<file path="config.mk">
export PLATFORM = sky130hd
export DESIGN_NAME = mem_arbiter
export DESIGN_NICKNAME = d
export VERILOG_FILES = /design/src/verilog/cpu_pkg.sv /design/src/verilog/mem_arbiter.sv
export SDC_FILE = /design/constraint.sdc
export NUM_CORES = 1
export LEC_CHECK = 0
export ABC_AREA = 1
export BUFFER_PORTS_ARGS = -buffer_cell sky130_fd_sc_hd__buf_2
export CAP_MARGIN = 20
export CORE_AREA = 2 2 88 90
export DETAILED_ROUTE_END_ITERATION = 10
export DIE_AREA = 0 0 90 92
export HOLD_SLACK_MARGIN = 0.15
export SETUP_SLACK_MARGIN = 0.5
export SYNTH_ARGS = -nofsm -noshare
export SYNTH_HDL_FRONTEND = slang
export SYNTH_SLANG_ARGS = --single-unit
</file>
<file path="constraint.sdc">
create_clock -name clk -period 0.88 [get_ports clk]
set_clock_uncertainty 0.2 [all_clocks]
set_input_delay 0.088 -clock clk [delete_from_list [all_inputs] [get_ports clk]]
set_output_delay 0.088 -clock clk [all_outputs]
set_load 0.05 [all_outputs]
</file>
<file path="src/verilog/cpu_pkg.sv">
package cpu_pkg;

    localparam int DATA_W     = 32;
    localparam int MEM_ADDR_W = 8;
    localparam int MEM_DEPTH  = 1 << MEM_ADDR_W;
    localparam int REG_IDX_W  = 4;
    localparam int IMM_W      = 12;

    localparam logic [DATA_W-1:0]    RESET_VECTOR = '0;
    localparam logic [REG_IDX_W-1:0] REG_ZERO     = 4'd0;  // Always reads as zero
    localparam logic [REG_IDX_W-1:0] REG_PC       = 4'd15; // Program counter
    localparam logic [3:0]           OP_RESERVED  = 4'b0100;

    typedef enum logic [3:0] {
        OP_OR     = 4'b0000,
        OP_AND    = 4'b0001,
        OP_ADD    = 4'b0010,
        OP_MUL    = 4'b0011,
        OP_SHL    = 4'b0101,
        OP_CMP_LE = 4'b0110,
        OP_CMP_EQ = 4'b0111,
        OP_NOR    = 4'b1000,
        OP_NAND   = 4'b1001,
        OP_XOR    = 4'b1010,
        OP_SUB    = 4'b1011,
        OP_XNOR   = 4'b1100,
        OP_SHR    = 4'b1101,
        OP_CMP_GT = 4'b1110,
        OP_CMP_NE = 4'b1111
    } alu_op_e;

    // Where the result goes and what is moved
    typedef enum logic [1:0] {
        REG_FROM_RHS = 2'b00,  // Z <- rhs
        REG_FROM_MEM = 2'b01,  // Z <- [rhs]
        MEM_AT_Z     = 2'b10,  // [Z] <- rhs
        MEM_AT_RHS   = 2'b11   // [rhs] <- Z
    } deref_e;

    typedef struct packed {
        logic                 imm_type;
        deref_e               deref;
        logic [REG_IDX_W-1:0] z;
        logic [REG_IDX_W-1:0] x;
        logic [REG_IDX_W-1:0] y;
        alu_op_e              op;
        logic [IMM_W-1:0]     imm;
        logic                 illegal;
    } decoded_insn_t;

    typedef struct packed {
        logic                  valid;  // Held until ack
        logic                  we;
        logic [MEM_ADDR_W-1:0] addr;
        logic [DATA_W-1:0]     wdata;
    } core_mem_req_t;

    typedef struct packed {
        logic                  valid;  // Single-cycle strobe
        logic                  we;
        logic [MEM_ADDR_W-1:0] addr;
        logic [DATA_W-1:0]     wdata;
    } host_req_t;

endpackage

</file>
<file path="src/verilog/mem_arbiter.sv">
`timescale 1ns/1ps

module mem_arbiter (
    input  logic                           clk,
    input  logic                           reset_n,
    input  cpu_pkg::host_req_t             i_host,
    output logic                           o_host_rvalid,
    output logic [cpu_pkg::DATA_W-1:0]     o_host_rdata,
    input  cpu_pkg::core_mem_req_t         i_core_req,
    output logic                           o_core_ack,
    output logic [cpu_pkg::DATA_W-1:0]     o_core_rdata,
    output logic                           o_ram_en,
    output logic                           o_ram_we,
    output logic [cpu_pkg::MEM_ADDR_W-1:0] o_ram_addr,
    output logic [cpu_pkg::DATA_W-1:0]     o_ram_wdata,
    input  logic [cpu_pkg::DATA_W-1:0]     i_ram_rdata
);

    logic host_grant;
    logic core_grant;
    logic host_rd_q;    // Host read in flight
    logic core_busy_q;  // Core access in flight, acked this cycle

    // Host strobe cannot wait so it always wins
    assign host_grant = i_host.valid;
    // The core still holds valid during its ack cycle
    assign core_grant = i_core_req.valid && !host_grant && !core_busy_q;

    always_comb begin
        o_ram_en    = host_grant || core_grant;
        o_ram_we    = 1'b0;
        o_ram_addr  = i_core_req.addr;
        o_ram_wdata = i_core_req.wdata;
        if (host_grant) begin
            o_ram_we    = i_host.we;
            o_ram_addr  = i_host.addr;
            o_ram_wdata = i_host.wdata;
        end else if (core_grant) begin
            o_ram_we = i_core_req.we;
        end
    end

    always_ff @(posedge clk) begin
        if (!reset_n) begin
            host_rd_q   <= 1'b0;
            core_busy_q <= 1'b0;
        end else begin
            host_rd_q   <= host_grant && !i_host.we;
            core_busy_q <= core_grant;
        end
    end

    // RAM output belongs to whichever side owned last cycle
    assign o_host_rvalid = host_rd_q;
    assign o_host_rdata  = i_ram_rdata;
    assign o_core_ack    = core_busy_q;
    assign o_core_rdata  = i_ram_rdata;

endmodule

</file>
## Word level (Yosys, flattened, before mapping)

Index checks and enable logic that the tools add are counted.

- Flip-flop bits (word level): 2
- Input bits: 118
- Output and inout port bits: 108
- Logic and storage cells: 13

- Multiplexer cells: 4
- Reductions and logical operators: 7

Operators by type and width:

| kind | count |
|---|---|
| 32-bit two-way mux | 1 |
| 8-bit two-way mux | 1 |
| 1-bit logical AND | 3 |
| 1-bit logical NOT | 3 |
| 1-bit two-way mux | 2 |
| 1-bit logical OR | 1 |

## Logic depth before layout (Yosys ltp)

- Depth in word-level cells: 5
- Depth in mapped cells: 5
- Depth with buffers taken out: 4

## Least setup slack after synthesis

OpenSTA, ideal clock, no wires.

- Path kind: reg2out
- Start point: reg core_busy_q (netlist: o_core_ack)
- End point: out o_ram_we
- Data arrival time: 1.313 ns
- Required time: 0.592 ns
- Slack: -0.721 ns
- Stages on the path, launching flop included: 4
- Path buffers: 0
- Cells stage by stage: dfxtp_1 -> inv_1 -> a21oi_1 -> nor2_1

- Cells in the longest elaborated chain, start to end: 4

RTL lines:

| what | line | source |
|---|---|---|
| from (decl) | mem_arbiter.sv:22 | `logic core_busy_q;` |
| from (signal assigned) | mem_arbiter.sv:49 | `core_busy_q <= core_grant;` |
| 1-bit logical NOT | mem_arbiter.sv:27 | `assign core_grant = i_core_req.valid && !host_grant && !core_busy_q;` |
| 1-bit logical AND | mem_arbiter.sv:27 |  |
| 1-bit two-way mux | mem_arbiter.sv:38 | `end else if (core_grant) begin` |
| 1-bit two-way mux | mem_arbiter.sv:34 | `if (host_grant) begin` |
| to (decl) | mem_arbiter.sv:13 | `output logic o_ram_we,` |

No other way between the ends.

## Worst setup path after layout

Same ends and word-level chain as after synthesis.

==> impl_metrics.csv <==
group,metric,value,unit
outcome,run_status,"complete, but fails checks",
outcome,failed_checks,"negative hold slack, negative setup slack",
timing,setup_tns,-12840,ps
run,cap_violations,0,
detailed_routing,detailedRoute.firstPassIterationCount,3,
logic_synthesis,yosysWarnings,0,
floorplanning,core,7450,um2
logic_synthesis,synth_top_family_by_area,"buffers and inverters",
logic_synthesis,synthXorXnorAreaFrac,0,
logic_synthesis,synthTopCellsByArea,"buf_4 46%, nand2_1 41%, buf_6 5.0%",
worst_hold_path,holdCritStartpoint,"i_core_req[41]",
detailed_routing,route.antenna.remaining_nets,0,
clock_tree,cts_tree,"done",
placement,post-place-ws,-460,ps
pwr,power_leakage,0.00186,uW
clock_tree,cts-buffers-inserted,3,
setup_path,crit_arrival,990,ps
setup_path,worstSetupStartpointType,"flop",
logic_synthesis,yosys.cell_types.count,9,
logic_synthesis,synth.avg_cell_area,5.35,um2
cells_and_area,post_route_cells_drive_above_1_share,0.968,
logic_synthesis,synth-compound-area-share,0.00448,
logic_synthesis,netlist.area_leader.share,0.457,
timing,finalHoldViolCount,66,
global_routing,grtUsageTotal,0.129,
placement,gp_congestion,0.632,
global_routing,grt_pass1_vias,1804,
global_routing,antenna_violations_before_repair,0,
timing,post-route-min-period,1280,ps
setup_path,worst_r2r_endpoint,"o_core_ack",
setup_path,endpoint,"o_ram_we",
floorplanning,die_width,90,um
setup_path,nature_of_the_critical_path_endpoint,"primary output",
detailed_routing,drc_errors,0,
logic_synthesis,postSynthCellCount,209,
placement,port-buffer-count,129,
setup_path,slowest_delay,340,ps
setup_path,critical-path-slowest-cell,"dfxtp_4",
setup_path,cp_num_cells,4,
timing,rsz_0062_raised_after_global_routing,"true",
logic_synthesis,synth_fp_nets,327,
logic_synthesis,netlist_area,1120,um2
global_routing,grt_first_pass_wirelength,8630,um
setup_path,cp_num_buf_inv,2,
clock_tree,ctsRootBufferMaster,"clkbuf_8",
placement,place_area,2170,um2
timing,post-route-period-util,1.46,
logic_synthesis,synth.largest_area_cell,"buf_4",
timing,setup_violations,44,
floorplanning,start_util,0.150,
setup_path,reg2reg_depth,3,
detailed_routing,drt_iter0_drc,11,
floorplanning,fp-row-count,32,
placement,dp_hpwl,3240,um
setup_path,worstPathRequired,590,ps
floorplanning,die_h,92,um
clock_tree,cts.sinks,2,
timing,worstMarginPinSlew,208,ps
setup_path,worst-path-max-fanout,2,
setup_path,cp_top_family,"flip-flops",
detailed_routing,route.final.wire_length,5730,um
logic_synthesis,synth_simple_gate_area_share,0.428,
setup_path,crit_chain,"inv_4, a21oi_4, nor2_4, buf_12",
global_routing,globalRoute.totalOverflow,0,
logic_synthesis,synth-seq-area-share,0.0358,
cells_and_area,syn_to_final_growth,244,%
pwr,ir_drop,0.459,mV
setup_path,reg2reg_slack,80,ps
cells_and_area,final_core_util,0.517,
cells_and_area,post-route-cell-area,3850,um2
cells_and_area,number_of_diodes,0,
cells_and_area,layout.cells.most_common,"buf_2",
cells_and_area,fillCellCount,632,
logic_synthesis,yosys-mux-area-fraction,0,
global_routing,maximum_number_of_pins_on_one_net_before_global_route_repair,21,
timing,final_max_slew_viol_count,0,
clock_tree,clockBufferDepth,2,
cells_and_area,nNetsFinal,432,
setup_path,path_class,"flop to primary output",
floorplanning,design.portCount,226,
clock_tree,clock_tree.htree_level_count,1,
setup_path,setup.worst_path.start,"o_core_ack",
pwr,power_density,806,nW/um2
timing,fin_worst_hold_slack,-43.3,ps
detailed_routing,detailroute.via_count,1630,
worst_hold_path,hp-class,"primary input to flop",
clock_tree,cts.clk_slew.worst_paths,30,ps
clock_tree,clock_insertion_delay_worst_skew,210,ps
timing,fmax,780,MHz
timing,slew_headroom,0.861,
detailed_routing,routed_via_density,3.94,
logic_synthesis,ys_ff_latch,2,
setup_path,crit-reg2reg-launch,"o_core_ack",
timing,worst_slack,-402,ps
floorplanning,die_area,8280,um2
detailed_routing,post_drt_wl_per_cell,13.8,um
cells_and_area,layout.cells.most_common_list,"84 x buf_2, 69 x nand2_4, 44 x buf_8",
logic_synthesis,synthAdderAreaFrac,0,
-- tightest hold or removal path, cell delays in order --
cell and delay (ps):
buf_2 120, nand3_1 80, nor2_1 30
-- metrics by stage --
stage,hold WS [ps],std cells,power (uW)
6_report,-43.3,414,3100
5_1_grt,-23.9,414,3230
4_1_cts,-82.0,407,2930
3_5_place_dp,-23.5,375,1700
3_3_place_gp,-23.5,375,1690
2_1_floorplan,10.5,209,2470
-- final cells by class --
class,instances,area (um2),share of cell area
inverters,6,40.0,0.0104
multi-input cells,128,1730,0.449
flip-flops and latches,2,47.5,0.0124
clock buffers,3,41.3,0.0107
repair buffers,173,1860,0.484
well taps,102,128,0.0332
-- where the power goes --
part	internal, uW	switching [uW]	total [uW]	leakage (uW)
Clock	289	69.8	359	0.0000216
Combinational	1230	1420	2650	0.00182
Sequential	91.8	2.88	94.7	0.0000178
Total	1610	1500	3100	0.00186
-- routing by layer --
layer	vias up	wire, um	global-route usage
met1	734	1610	0.108
li1	764	-	-
met5	-	0	0
met3	21	506	0.0337
met4	0	108	0.0372
met2	111	3510	0.284
-- sequential cells by signal (all words and copies together) (netlist names) --
register and count:
o_host_rvalid 1, o_core_ack 1
-- synth_stat cells --
master   instances
buf_4           68
nor2_1           3
dfxtp_1          2
inv_1            5
nand3_1          1
a21oi_1          1
inv_6            1
nand2_1        123
buf_6            5
-- cell families after synthesis --
logic type | after synthesis
DFF | 2
and+or+nand+nor | 127
AOI/OAI and AO/OA | 1
buffers and inverters | 79
-- worst min path at each step --
stage,to,cells after the start,slack [ps]
2_1_floorplan,o_host_rvalid,2,10
3_3_place_gp,o_host_rdata[7],0,-20
3_5_place_dp,o_host_rdata[7],0,-20
4_1_cts,o_host_rvalid,3,-80
5_1_grt,o_host_rdata[22],0,-20
6_report,o_core_ack,3,-40
-- repair_timing --
action | CTS | global route
gates resized for setup | 238 | 42
buffers inserted | 23 | 5
endpoints found under the hold margin | 66 | 66
setup endpoints to repair | 46 | 46
pin swaps | 20 | 18
cloned | 6 | 2
Power figures use the tool's default switching activity.
