**src/verilog/cpu_pkg.sv**
```systemverilog
package cpu_pkg;

    localparam int DATA_W     = 32;
    localparam int MEM_ADDR_W = 8;
    localparam int MEM_DEPTH  = 1 << MEM_ADDR_W;
    localparam int REG_IDX_W  = 4;
    localparam int IMM_W      = 12;

    localparam logic [DATA_W-1:0]    RESET_VECTOR = '0;
    localparam logic [REG_IDX_W-1:0] REG_ZERO     = 4'd0;  // Always reads as zero
    localparam logic [REG_IDX_W-1:0] REG_PC       = 4'd15; // Program counter
    localparam logic [3:0]           OP_RESERVED  = 4'b0100;

    typedef enum logic [3:0] {
        OP_OR     = 4'b0000,
        OP_AND    = 4'b0001,
        OP_ADD    = 4'b0010,
        OP_MUL    = 4'b0011,
        OP_SHL    = 4'b0101,
        OP_CMP_LE = 4'b0110,
        OP_CMP_EQ = 4'b0111,
        OP_NOR    = 4'b1000,
        OP_NAND   = 4'b1001,
        OP_XOR    = 4'b1010,
        OP_SUB    = 4'b1011,
        OP_XNOR   = 4'b1100,
        OP_SHR    = 4'b1101,
        OP_CMP_GT = 4'b1110,
        OP_CMP_NE = 4'b1111
    } alu_op_e;

    // Where the result goes and what is moved
    typedef enum logic [1:0] {
        REG_FROM_RHS = 2'b00,  // Z <- rhs
        REG_FROM_MEM = 2'b01,  // Z <- [rhs]
        MEM_AT_Z     = 2'b10,  // [Z] <- rhs
        MEM_AT_RHS   = 2'b11   // [rhs] <- Z
    } deref_e;

    typedef struct packed {
        logic                 imm_type;
        deref_e               deref;
        logic [REG_IDX_W-1:0] z;
        logic [REG_IDX_W-1:0] x;
        logic [REG_IDX_W-1:0] y;
        alu_op_e              op;
        logic [IMM_W-1:0]     imm;
        logic                 illegal;
    } decoded_insn_t;

    typedef struct packed {
        logic                  valid;  // Held until ack
        logic                  we;
        logic [MEM_ADDR_W-1:0] addr;
        logic [DATA_W-1:0]     wdata;
    } core_mem_req_t;

    typedef struct packed {
        logic                  valid;  // Single-cycle strobe
        logic                  we;
        logic [MEM_ADDR_W-1:0] addr;
        logic [DATA_W-1:0]     wdata;
    } host_req_t;

endpackage

```
**src/verilog/reg_file.sv**
```systemverilog
`timescale 1ns/1ps

module reg_file (
    input  logic                          clk,
    input  logic                          reset_n,
    input  logic [cpu_pkg::REG_IDX_W-1:0] i_x_idx,
    input  logic [cpu_pkg::REG_IDX_W-1:0] i_y_idx,
    input  logic [cpu_pkg::REG_IDX_W-1:0] i_z_idx,
    output logic [cpu_pkg::DATA_W-1:0]    o_x_val,
    output logic [cpu_pkg::DATA_W-1:0]    o_y_val,
    output logic [cpu_pkg::DATA_W-1:0]    o_z_val,
    input  logic                          i_we,
    input  logic [cpu_pkg::REG_IDX_W-1:0] i_wr_idx,
    input  logic [cpu_pkg::DATA_W-1:0]    i_wr_data,
    input  logic [cpu_pkg::DATA_W-1:0]    i_pc_next,
    output logic                          o_jump,
    output logic [cpu_pkg::DATA_W-1:0]    o_jump_target
);

    // Only the general purpose registers are stored
    logic [cpu_pkg::DATA_W-1:0] regs [1:14];

    assign o_x_val = (i_x_idx == cpu_pkg::REG_ZERO) ? '0 :
                     (i_x_idx == cpu_pkg::REG_PC)   ? i_pc_next : regs[i_x_idx];
    assign o_y_val = (i_y_idx == cpu_pkg::REG_ZERO) ? '0 :
                     (i_y_idx == cpu_pkg::REG_PC)   ? i_pc_next : regs[i_y_idx];
    assign o_z_val = (i_z_idx == cpu_pkg::REG_ZERO) ? '0 :
                     (i_z_idx == cpu_pkg::REG_PC)   ? i_pc_next : regs[i_z_idx];

    // Writing P redirects the fetch instead of storing
    assign o_jump        = i_we && (i_wr_idx == cpu_pkg::REG_PC);
    assign o_jump_target = i_wr_data;

    always_ff @(posedge clk) begin
        if (!reset_n) begin
            for (int i = 1; i < int'(cpu_pkg::REG_PC); i++) begin
                regs[i] <= '0;
            end
        end else if (i_we && i_wr_idx != cpu_pkg::REG_ZERO && i_wr_idx != cpu_pkg::REG_PC) begin
            regs[i_wr_idx] <= i_wr_data;
        end
    end

endmodule

```
**src/verilog/insn_decode.sv**
```systemverilog
`timescale 1ns/1ps

module insn_decode (
    input  logic [cpu_pkg::DATA_W-1:0] i_insn,
    output cpu_pkg::decoded_insn_t     o_dec
);

    logic reserved_op;

    assign reserved_op = (i_insn[15:12] == cpu_pkg::OP_RESERVED);

    always_comb begin
        o_dec.imm_type = i_insn[30];
        o_dec.deref    = cpu_pkg::deref_e'(i_insn[29:28]);
        o_dec.z        = i_insn[27:24];
        o_dec.x        = i_insn[23:20];
        o_dec.y        = i_insn[19:16];
        o_dec.op       = cpu_pkg::alu_op_e'(i_insn[15:12]);
        o_dec.imm      = i_insn[11:0];  // Sign extended in the ALU

        // Top bit set selects formats this core does not implement
        o_dec.illegal  = i_insn[31] || reserved_op;
    end

endmodule

```
**src/verilog/alu_exec.sv**
```systemverilog
`timescale 1ns/1ps

module alu_exec (
    input  cpu_pkg::decoded_insn_t     i_dec,
    input  logic [cpu_pkg::DATA_W-1:0] i_x,
    input  logic [cpu_pkg::DATA_W-1:0] i_y,
    output logic [cpu_pkg::DATA_W-1:0] o_rhs
);

    logic        [cpu_pkg::DATA_W-1:0] imm_ext;
    logic        [cpu_pkg::DATA_W-1:0] operand;   // O
    logic        [cpu_pkg::DATA_W-1:0] addend;    // A
    logic        [cpu_pkg::DATA_W-1:0] op_result;
    logic signed [cpu_pkg::DATA_W-1:0] x_signed;
    logic signed [cpu_pkg::DATA_W-1:0] o_signed;
    logic        [4:0]                 shamt;
    logic                              cmp_le;
    logic                              cmp_eq;

    assign imm_ext = {{(cpu_pkg::DATA_W-cpu_pkg::IMM_W){i_dec.imm[cpu_pkg::IMM_W-1]}},
                      i_dec.imm};

    // Type 1 swaps the roles of Y and the immediate
    assign operand = i_dec.imm_type ? imm_ext : i_y;
    assign addend  = i_dec.imm_type ? i_y : imm_ext;

    assign x_signed = i_x;
    assign o_signed = operand;
    assign shamt    = operand[4:0];
    assign cmp_le   = (x_signed <= o_signed);
    assign cmp_eq   = (i_x == operand);

    always_comb begin
        case (i_dec.op)
            cpu_pkg::OP_OR:     op_result = i_x | operand;
            cpu_pkg::OP_AND:    op_result = i_x & operand;
            cpu_pkg::OP_ADD:    op_result = i_x + operand;
            cpu_pkg::OP_MUL:    op_result = i_x * operand;  // Low word only
            cpu_pkg::OP_SHL:    op_result = i_x << shamt;
            cpu_pkg::OP_CMP_LE: op_result = {{(cpu_pkg::DATA_W-1){1'b0}}, cmp_le};
            cpu_pkg::OP_CMP_EQ: op_result = {{(cpu_pkg::DATA_W-1){1'b0}}, cmp_eq};
            cpu_pkg::OP_NOR:    op_result = ~(i_x | operand);
            cpu_pkg::OP_NAND:   op_result = ~(i_x & operand);
            cpu_pkg::OP_XOR:    op_result = i_x ^ operand;
            cpu_pkg::OP_SUB:    op_result = i_x - operand;
            cpu_pkg::OP_XNOR:   op_result = ~(i_x ^ operand);
            cpu_pkg::OP_SHR:    op_result = i_x >> shamt;    // Logical
            cpu_pkg::OP_CMP_GT: op_result = {{(cpu_pkg::DATA_W-1){1'b0}}, !cmp_le};
            cpu_pkg::OP_CMP_NE: op_result = {{(cpu_pkg::DATA_W-1){1'b0}}, !cmp_eq};
            default:            op_result = '0;  // Reserved code, flagged by decode
        endcase
    end

    assign o_rhs = op_result + addend;

endmodule

```
**src/verilog/cpu_core.sv**
```systemverilog
`timescale 1ns/1ps

module cpu_core (
    input  logic                       clk,
    input  logic                       reset_n,
    input  logic                       i_run,
    output cpu_pkg::core_mem_req_t     o_mem_req,
    input  logic                       i_mem_ack,
    input  logic [cpu_pkg::DATA_W-1:0] i_mem_rdata,
    output logic                       o_halt,
    output logic                       o_retire
);

    typedef enum logic [1:0] {
        ST_FETCH,
        ST_EXEC,
        ST_MEM,
        ST_WRITE
    } state_e;

    state_e                     state;
    cpu_pkg::decoded_insn_t     dec;
    logic [cpu_pkg::DATA_W-1:0] pc;
    logic [cpu_pkg::DATA_W-1:0] pc_next;
    logic [cpu_pkg::DATA_W-1:0] insn_q;
    logic [cpu_pkg::DATA_W-1:0] rhs;
    logic [cpu_pkg::DATA_W-1:0] rhs_q;
    logic [cpu_pkg::DATA_W-1:0] load_q;
    logic [cpu_pkg::DATA_W-1:0] x_val;
    logic [cpu_pkg::DATA_W-1:0] y_val;
    logic [cpu_pkg::DATA_W-1:0] z_val;
    logic [cpu_pkg::DATA_W-1:0] wr_data;
    logic [cpu_pkg::DATA_W-1:0] jump_target;
    logic                       reg_we;
    logic                       jump;
    logic                       halt_q;
    logic                       is_store;

    assign pc_next  = pc + 1'b1;  // What P reads as
    assign is_store = (dec.deref == cpu_pkg::MEM_AT_Z) || (dec.deref == cpu_pkg::MEM_AT_RHS);
    assign reg_we   = (state == ST_WRITE) && !is_store;
    assign wr_data  = (dec.deref == cpu_pkg::REG_FROM_MEM) ? load_q : rhs_q;

    insn_decode u_decode (
        .i_insn (insn_q),
        .o_dec  (dec)
    );

    reg_file u_regs (
        .clk           (clk),
        .reset_n       (reset_n),
        .i_x_idx       (dec.x),
        .i_y_idx       (dec.y),
        .i_z_idx       (dec.z),
        .o_x_val       (x_val),
        .o_y_val       (y_val),
        .o_z_val       (z_val),
        .i_we          (reg_we),
        .i_wr_idx      (dec.z),
        .i_wr_data     (wr_data),
        .i_pc_next     (pc_next),
        .o_jump        (jump),
        .o_jump_target (jump_target)
    );

    alu_exec u_alu (
        .i_dec (dec),
        .i_x   (x_val),
        .i_y   (y_val),
        .o_rhs (rhs)
    );

    // Register operands stay stable until WRITE, so Z is read live in MEM
    always_comb begin
        o_mem_req = '0;
        if (i_run && !halt_q) begin
            if (state == ST_FETCH) begin
                o_mem_req.valid = 1'b1;
                o_mem_req.addr  = pc[cpu_pkg::MEM_ADDR_W-1:0];
            end else if (state == ST_MEM) begin
                o_mem_req.valid = 1'b1;
                o_mem_req.we    = is_store;
                if (dec.deref == cpu_pkg::MEM_AT_Z) begin
                    o_mem_req.addr  = z_val[cpu_pkg::MEM_ADDR_W-1:0];
                    o_mem_req.wdata = rhs_q;
                end else begin
                    o_mem_req.addr  = rhs_q[cpu_pkg::MEM_ADDR_W-1:0];
                    o_mem_req.wdata = z_val;  // Unused for loads
                end
            end
        end
    end

    always_ff @(posedge clk) begin
        if (!reset_n) begin
            state  <= ST_FETCH;
            pc     <= cpu_pkg::RESET_VECTOR;
            halt_q <= 1'b0;
        end else begin
            case (state)
                ST_FETCH: if (i_mem_ack) state <= ST_EXEC;
                ST_EXEC: begin
                    if (dec.illegal) begin
                        halt_q <= 1'b1;  // Sticky until reset
                        state  <= ST_FETCH;
                    end else if (dec.deref == cpu_pkg::REG_FROM_RHS) begin
                        state <= ST_WRITE;
                    end else begin
                        state <= ST_MEM;
                    end
                end
                ST_MEM: if (i_mem_ack) state <= ST_WRITE;
                ST_WRITE: begin
                    pc    <= jump ? jump_target : pc_next;
                    state <= ST_FETCH;
                end
                default: state <= ST_FETCH;
            endcase
        end
    end

    // Datapath latches
    always_ff @(posedge clk) begin
        if (state == ST_FETCH && i_mem_ack) insn_q <= i_mem_rdata;
        if (state == ST_EXEC) rhs_q <= rhs;
        if (state == ST_MEM && i_mem_ack) load_q <= i_mem_rdata;
    end

    assign o_halt   = halt_q;
    assign o_retire = (state == ST_WRITE);

endmodule

```
**config.mk**
```make
export PLATFORM = sky130hd
export DESIGN_NAME = cpu_core
export DESIGN_NICKNAME = d
export VERILOG_FILES = /design/src/verilog/cpu_pkg.sv /design/src/verilog/reg_file.sv /design/src/verilog/insn_decode.sv /design/src/verilog/alu_exec.sv /design/src/verilog/cpu_core.sv
export SDC_FILE = /design/constraint.sdc
export NUM_CORES = 2
export LEC_CHECK = 0
export ABC_AREA = 1
export BUFFER_PORTS_ARGS = -buffer_cell sky130_fd_sc_hd__buf_2
export CORE_AREA = 2 2 326 457
export DETAILED_ROUTE_END_ITERATION = 16
export DIE_AREA = 0 0 328 459
export GPL_TIMING_DRIVEN = 1
export SKIP_CTS_REPAIR_TIMING = 1
export SLEW_MARGIN = 20
export SYNTH_ARGS = -nofsm -noshare
export SYNTH_HDL_FRONTEND = slang
export SYNTH_SLANG_ARGS = --single-unit
```
**constraint.sdc**
```tcl
create_clock -name clk -period 10.4 [get_ports clk]
set_input_delay 0 -clock clk [delete_from_list [all_inputs] [get_ports clk]]
set_output_delay 0 -clock clk [all_outputs]
set_load 0.005 [all_outputs]
```
**Word level (Yosys, flattened, before mapping)**

Memory sizes are Yosys's and may differ from the RTL's. A register that Yosys moved wholly into a read port is not among the register bits.
Index checks and enable logic that the tools add are counted.

- Add/subtract/negate cells: 4
- Multipliers: 1
- Div/mod/pow operators: 0
- Magnitude comparators: 1
- Equal/unequal tests: 28
- Shift operators: 2
- Muxes and demuxes: 33
- Bitwise operators: 6
- Reduce and logical (&&, ||, !) cells: 23

Operator list:

| cell | count |
|---|---|
| case mux 32 bit (15 select lines) | 1 |
| two-way mux 32 bit | 12 |
| inverter 32 bit | 3 |
| two-way mux 42 bit | 2 |
| adder 32 bit | 2 |
| equality test 4 bit (second input constant) | 11 |
| two-way mux 40 bit | 1 |
| adder 32 x 1 -> 32 bit (second input constant) | 1 |
| AND 32 bit | 1 |
| equality test 32 bit | 1 |
| less-or-equal comparator 32 bit | 1 |
| multiplier 32 x 32 -> 32 bit | 1 |
| OR 32 bit | 1 |
| OR reduction 32 bit | 1 |
| << shifter 32 x 5 -> 32 bit | 1 |
| right shift 32 x 5 -> 32 bit | 1 |
| subtractor 32 bit | 1 |
| bitwise XOR 32 bit | 1 |
| equality test 4 x 3 -> 1 bit (second input constant) | 4 |
| zero test 4 bit | 4 |
| two-way mux 4 bit | 4 |
| equality test 2 bit (second input constant) | 4 |
| equality test 4 x 2 -> 1 bit (second input constant) | 2 |
| two-way mux 1 bit | 8 |
| other kinds (13) | 29 |

- Register bits: 131
- Latch bits: 0
- Bits in writable memories: 448
- ROM bits: 0
- Input bits: 36
- Output and inout port bits: 44
- Logic and storage cells: 105
- Memories kept: 1

Memories:

| name | depth | bits a word | read ports | clocked after memory_dff | wr ports | RTL line | source |
|---|---|---|---|---|---|---|---|
| u_regs.regs | 14 | 32 | 3 | 3 | 14 | reg_file.sv:21 | `logic [cpu_pkg::DATA_W-1:0] regs [1:14];` |

**Longest topological paths before layout**

- Depth in word-level cells: 11
- Gate-level depth with buffers: 56
- Depth with buffers taken out: 50

**Modules after synthesis**

A second synthesis with hierarchy kept.

- Cells, all modules: 10,060
- Area total of the unflattened synthesis: 68,694.6 µm²

By module, submodules not included:

| module | times used | cells each | area an instance (µm²) | seq. area each (µm²) |
|---|---|---|---|---|
| reg_file | 1 | 5,331 | 35,353.9 | 15,374.7 |
| alu_exec | 1 | 3,972 | 26,530.4 | 0.0 |
| cpu_core | 1 | 720 | 6,555.0 | 3,583.4 |
| insn_decode | 1 | 37 | 255.2 | 0.0 |

**Least setup slack after synthesis**

No wires, ideal clock.

- Path kind: flip-flop to flip-flop
- Start point: register (tool-made name)
- End point: register rhs_q[31] (netlist bit) (data pin)
- Library setup time: 249 ps
- Data arrival time: 9,459 ps
- Data required time: 10,151 ps
- Path slack: 692 ps
- Cell stages (with the launch flop): 49
- Path buffers: 9
- Period minus slack after synthesis: 9,708 ps
- Cell sequence: dfxtp_1 buf_6 buf_6 buf_6 buf_2 buf_2 o21ai_0 o211ai_1 nand3_1 nand3_1 nand3_1 nand2_2 inv_1 buf_2 buf_2 buf_2 buf_1 nor2_1 [13 not listed] a21oi_1 xor2_1 inv_1 a211oi_1 o2111ai_1 ha_1 nand2_1 nor2_1 inv_1 o21bai_1 a21boi_0 o21ai_1 a21boi_0 o21ai_1 xor2_1 nand3_1 nand2_1 inv_1

RTL lines:

| item | RTL line | source |
|---|---|---|
| to (signal assigned) | cpu_core.sv:125 | `if (state == ST_EXEC) rhs_q <= rhs;` |
| to (decl) | cpu_core.sv:27 | `logic [cpu_pkg::DATA_W-1:0] rhs_q;` |

==> out/qor.txt <==
status: finished clean
clock transition at the registers of the reported paths: 0.07 ns
cell area after synthesis: 0.0654 mm^2
Hold Startpoint: i_mem_rdata[30]
register area share after synthesis: 0.294
grt ovf: 0
grt met2 use: 0.749
Die X-Extent: 328 um
IO buf count: 79
Worst setup EP type: flip-flop
Final Setup Violations: 0
die area: 0.151 mm^2
core area: 0.147 mm^2
met3 GRT Util: 0.0896
Die Span Y: 459 um
Synth area leader: edfxtp_1
Main synth FF type: edfxtp_1
Antenna Nets Post-Route: 0
Detailed Route Iter0 Violations: 9373
met1 GRT Util: 0.483
Initial DRT Pass Iterations: 10
most frequent cells in the layout: nand2_1, nor2_1, inv_1
fin. max-slew vios: 0
clock latency on the worst-skew pair: 0.71 ns
syn avg cell area: 7.29 um^2
fin area: 0.0758 mm^2
min Tclk post-route: 10.12 ns
final hold vios: 0
synth unique cells: 72
Setup Crit Path Kind: flip-flop to flip-flop
Top Usage Layer GRT: met2
first-pass GRT wire length: 489000 um
initial cell density of the core: 0.445
Residual DRC: 0
critical path launch point type: flip-flop
# nets final: 10100
commonest non-fill, non-tap cell in the layout: nand2_1
CTS Root Cell: clkbuf_16
CTS tree: done
Async S/R FF share, synth: 0
Layout Area Growth over Synthesis: 15.9%
Worst Hold Class: input port to flip-flop
cell count after synthesis: 8965
gp weighted congestion: 1.07
htree depth: 2
cell mode on critical path: fa_1
WP buf/inv: 11
actual slew at the worst max-slew pin: 1.35 ns
max cap viols: 0
Worst slew margin: 0.0878
I/O pin cnt: 80
Worst path max stage delay: 0.55 ns
largest net degree at the start of global routing: 99
Placed Area: 0.0727 mm^2
initial antenna violation count: 11
post-layout util: 0.516
clock skew: 0.0518 ns
CP max FO: 27
DR vias: 70800
Vias per Instance: 6.21
critical path's top delay family: adder cells
fin crit share: 0.973
share of cells above drive strength 1: 0.134
Total Routing Usage GR: 0.458
share of the synthesized area in the top cell type: 0.279
Routed Wire Length: 353000 um
Sink Count: 655
cts bufs inserted: 59
Worst EP arrival: 10.56 ns
Ys Warns: 0
number of flops mapped to enable cells by yosys: 608
synth top area cells: edfxtp_1, fa_1, nand2_1
Rows: 167
Worst path slowest cell: fa_1
Seq cells post-synth: 655
HPWL after DPL: 261000 um
drt wl/cell: 30.9 um
vias in the first global route: 68600
Worst EP required: 10.85 ns
clk buf depth: 3
Max Fclk: 98.9 MHz
-- cells in the mapped netlist (110+ instances only) --
master    count
inv_1       959
nand3_1     755
fa_1        411
nor2_1     1047
edfxtp_1    608
nand2_1    2013
ha_1        252
a21oi_1     736
clkbuf_1    340
buf_2       154
o21ai_0     676
o211ai_1    110
-- per-layer routing --
metal | wire, um | vias up | share of wire
met5 | 80 | - | 0.00023
met2 | 162000 | 4910 | 0.46
met4 | 45200 | 12 | 0.13
li1 | - | 30500 | -
met1 | 112000 | 33600 | 0.32
met3 | 33800 | 1764 | 0.096
-- flip-flops by register name, summed over array words and instances (netlist names), named ones only --
| signal | count |
|---|---|
| o_halt | 1 |
| pc | 32 |
| u_regs.regs | 512 |
| load_q | 32 |
| state | 1 |
| insn_q | 32 |
| rhs_q | 32 |
-- cell type report --
type	instances	area [um^2]
Timing Repair Buffer	950	7980
Timing Repair inverter	1	8.76
Sequential cell	655	19200
Inverter	1011	3860
Clock inverter	39	435
Antenna cell	4	10.0
Clock buffer	70	1570
Tap cell	1943	2430
Multi-Input combinational cell	6734	40300
Fill cell	14700	71100
-- cells by family after synthesis --
| family | count (synthesis) | synth area share |
|---|---|---|
| simple gates | 3973 | 0.250 |
| compound gates | 1958 | 0.170 |
| buf+inv | 1639 | 0.102 |
| fa+ha+maj | 663 | 0.174 |
| flops | 655 | 0.294 |
| xor+xnor | 69 | 0.00945 |
| mux | 7 | 0.00107 |
| other cells | 1 | 0.0000574 |
-- final timing paths --
| kind | slack [ns] | cells past startpoint | end |
|---|---|---|---|
| worst min-delay path | 0.02 | 2 | load_q[30]$_DFFE_PP_ |
| worst max-delay path | 0.28 | 44 | rhs_q[30]$_DFFE_PP_ |
| worst min register to register | 0.49 | 2 | pc[31]$_SDFFE_PN0P_ |
| worst max register to register | 0.28 | 44 | rhs_q[30]$_DFFE_PP_ |
-- metrics by stage --
step,instances,setup slack [ns],hold slack (ns),setup TNS (ns)
6_report,11400,0.285,0.0250,0
5_1_grt,11400,-0.0311,0.0431,-0.0776
4_1_cts,11300,-0.185,-0.511,-0.620
3_5_place_dp,11200,-0.137,0.200,-0.415
3_3_place_gp,11200,-0.129,0.194,-0.225
2_1_floorplan,9028,0.692,0.0989,0
Power is not shown: default switching activity piles up to over one toggle a cycle in this logic, so the estimate is an artifact.
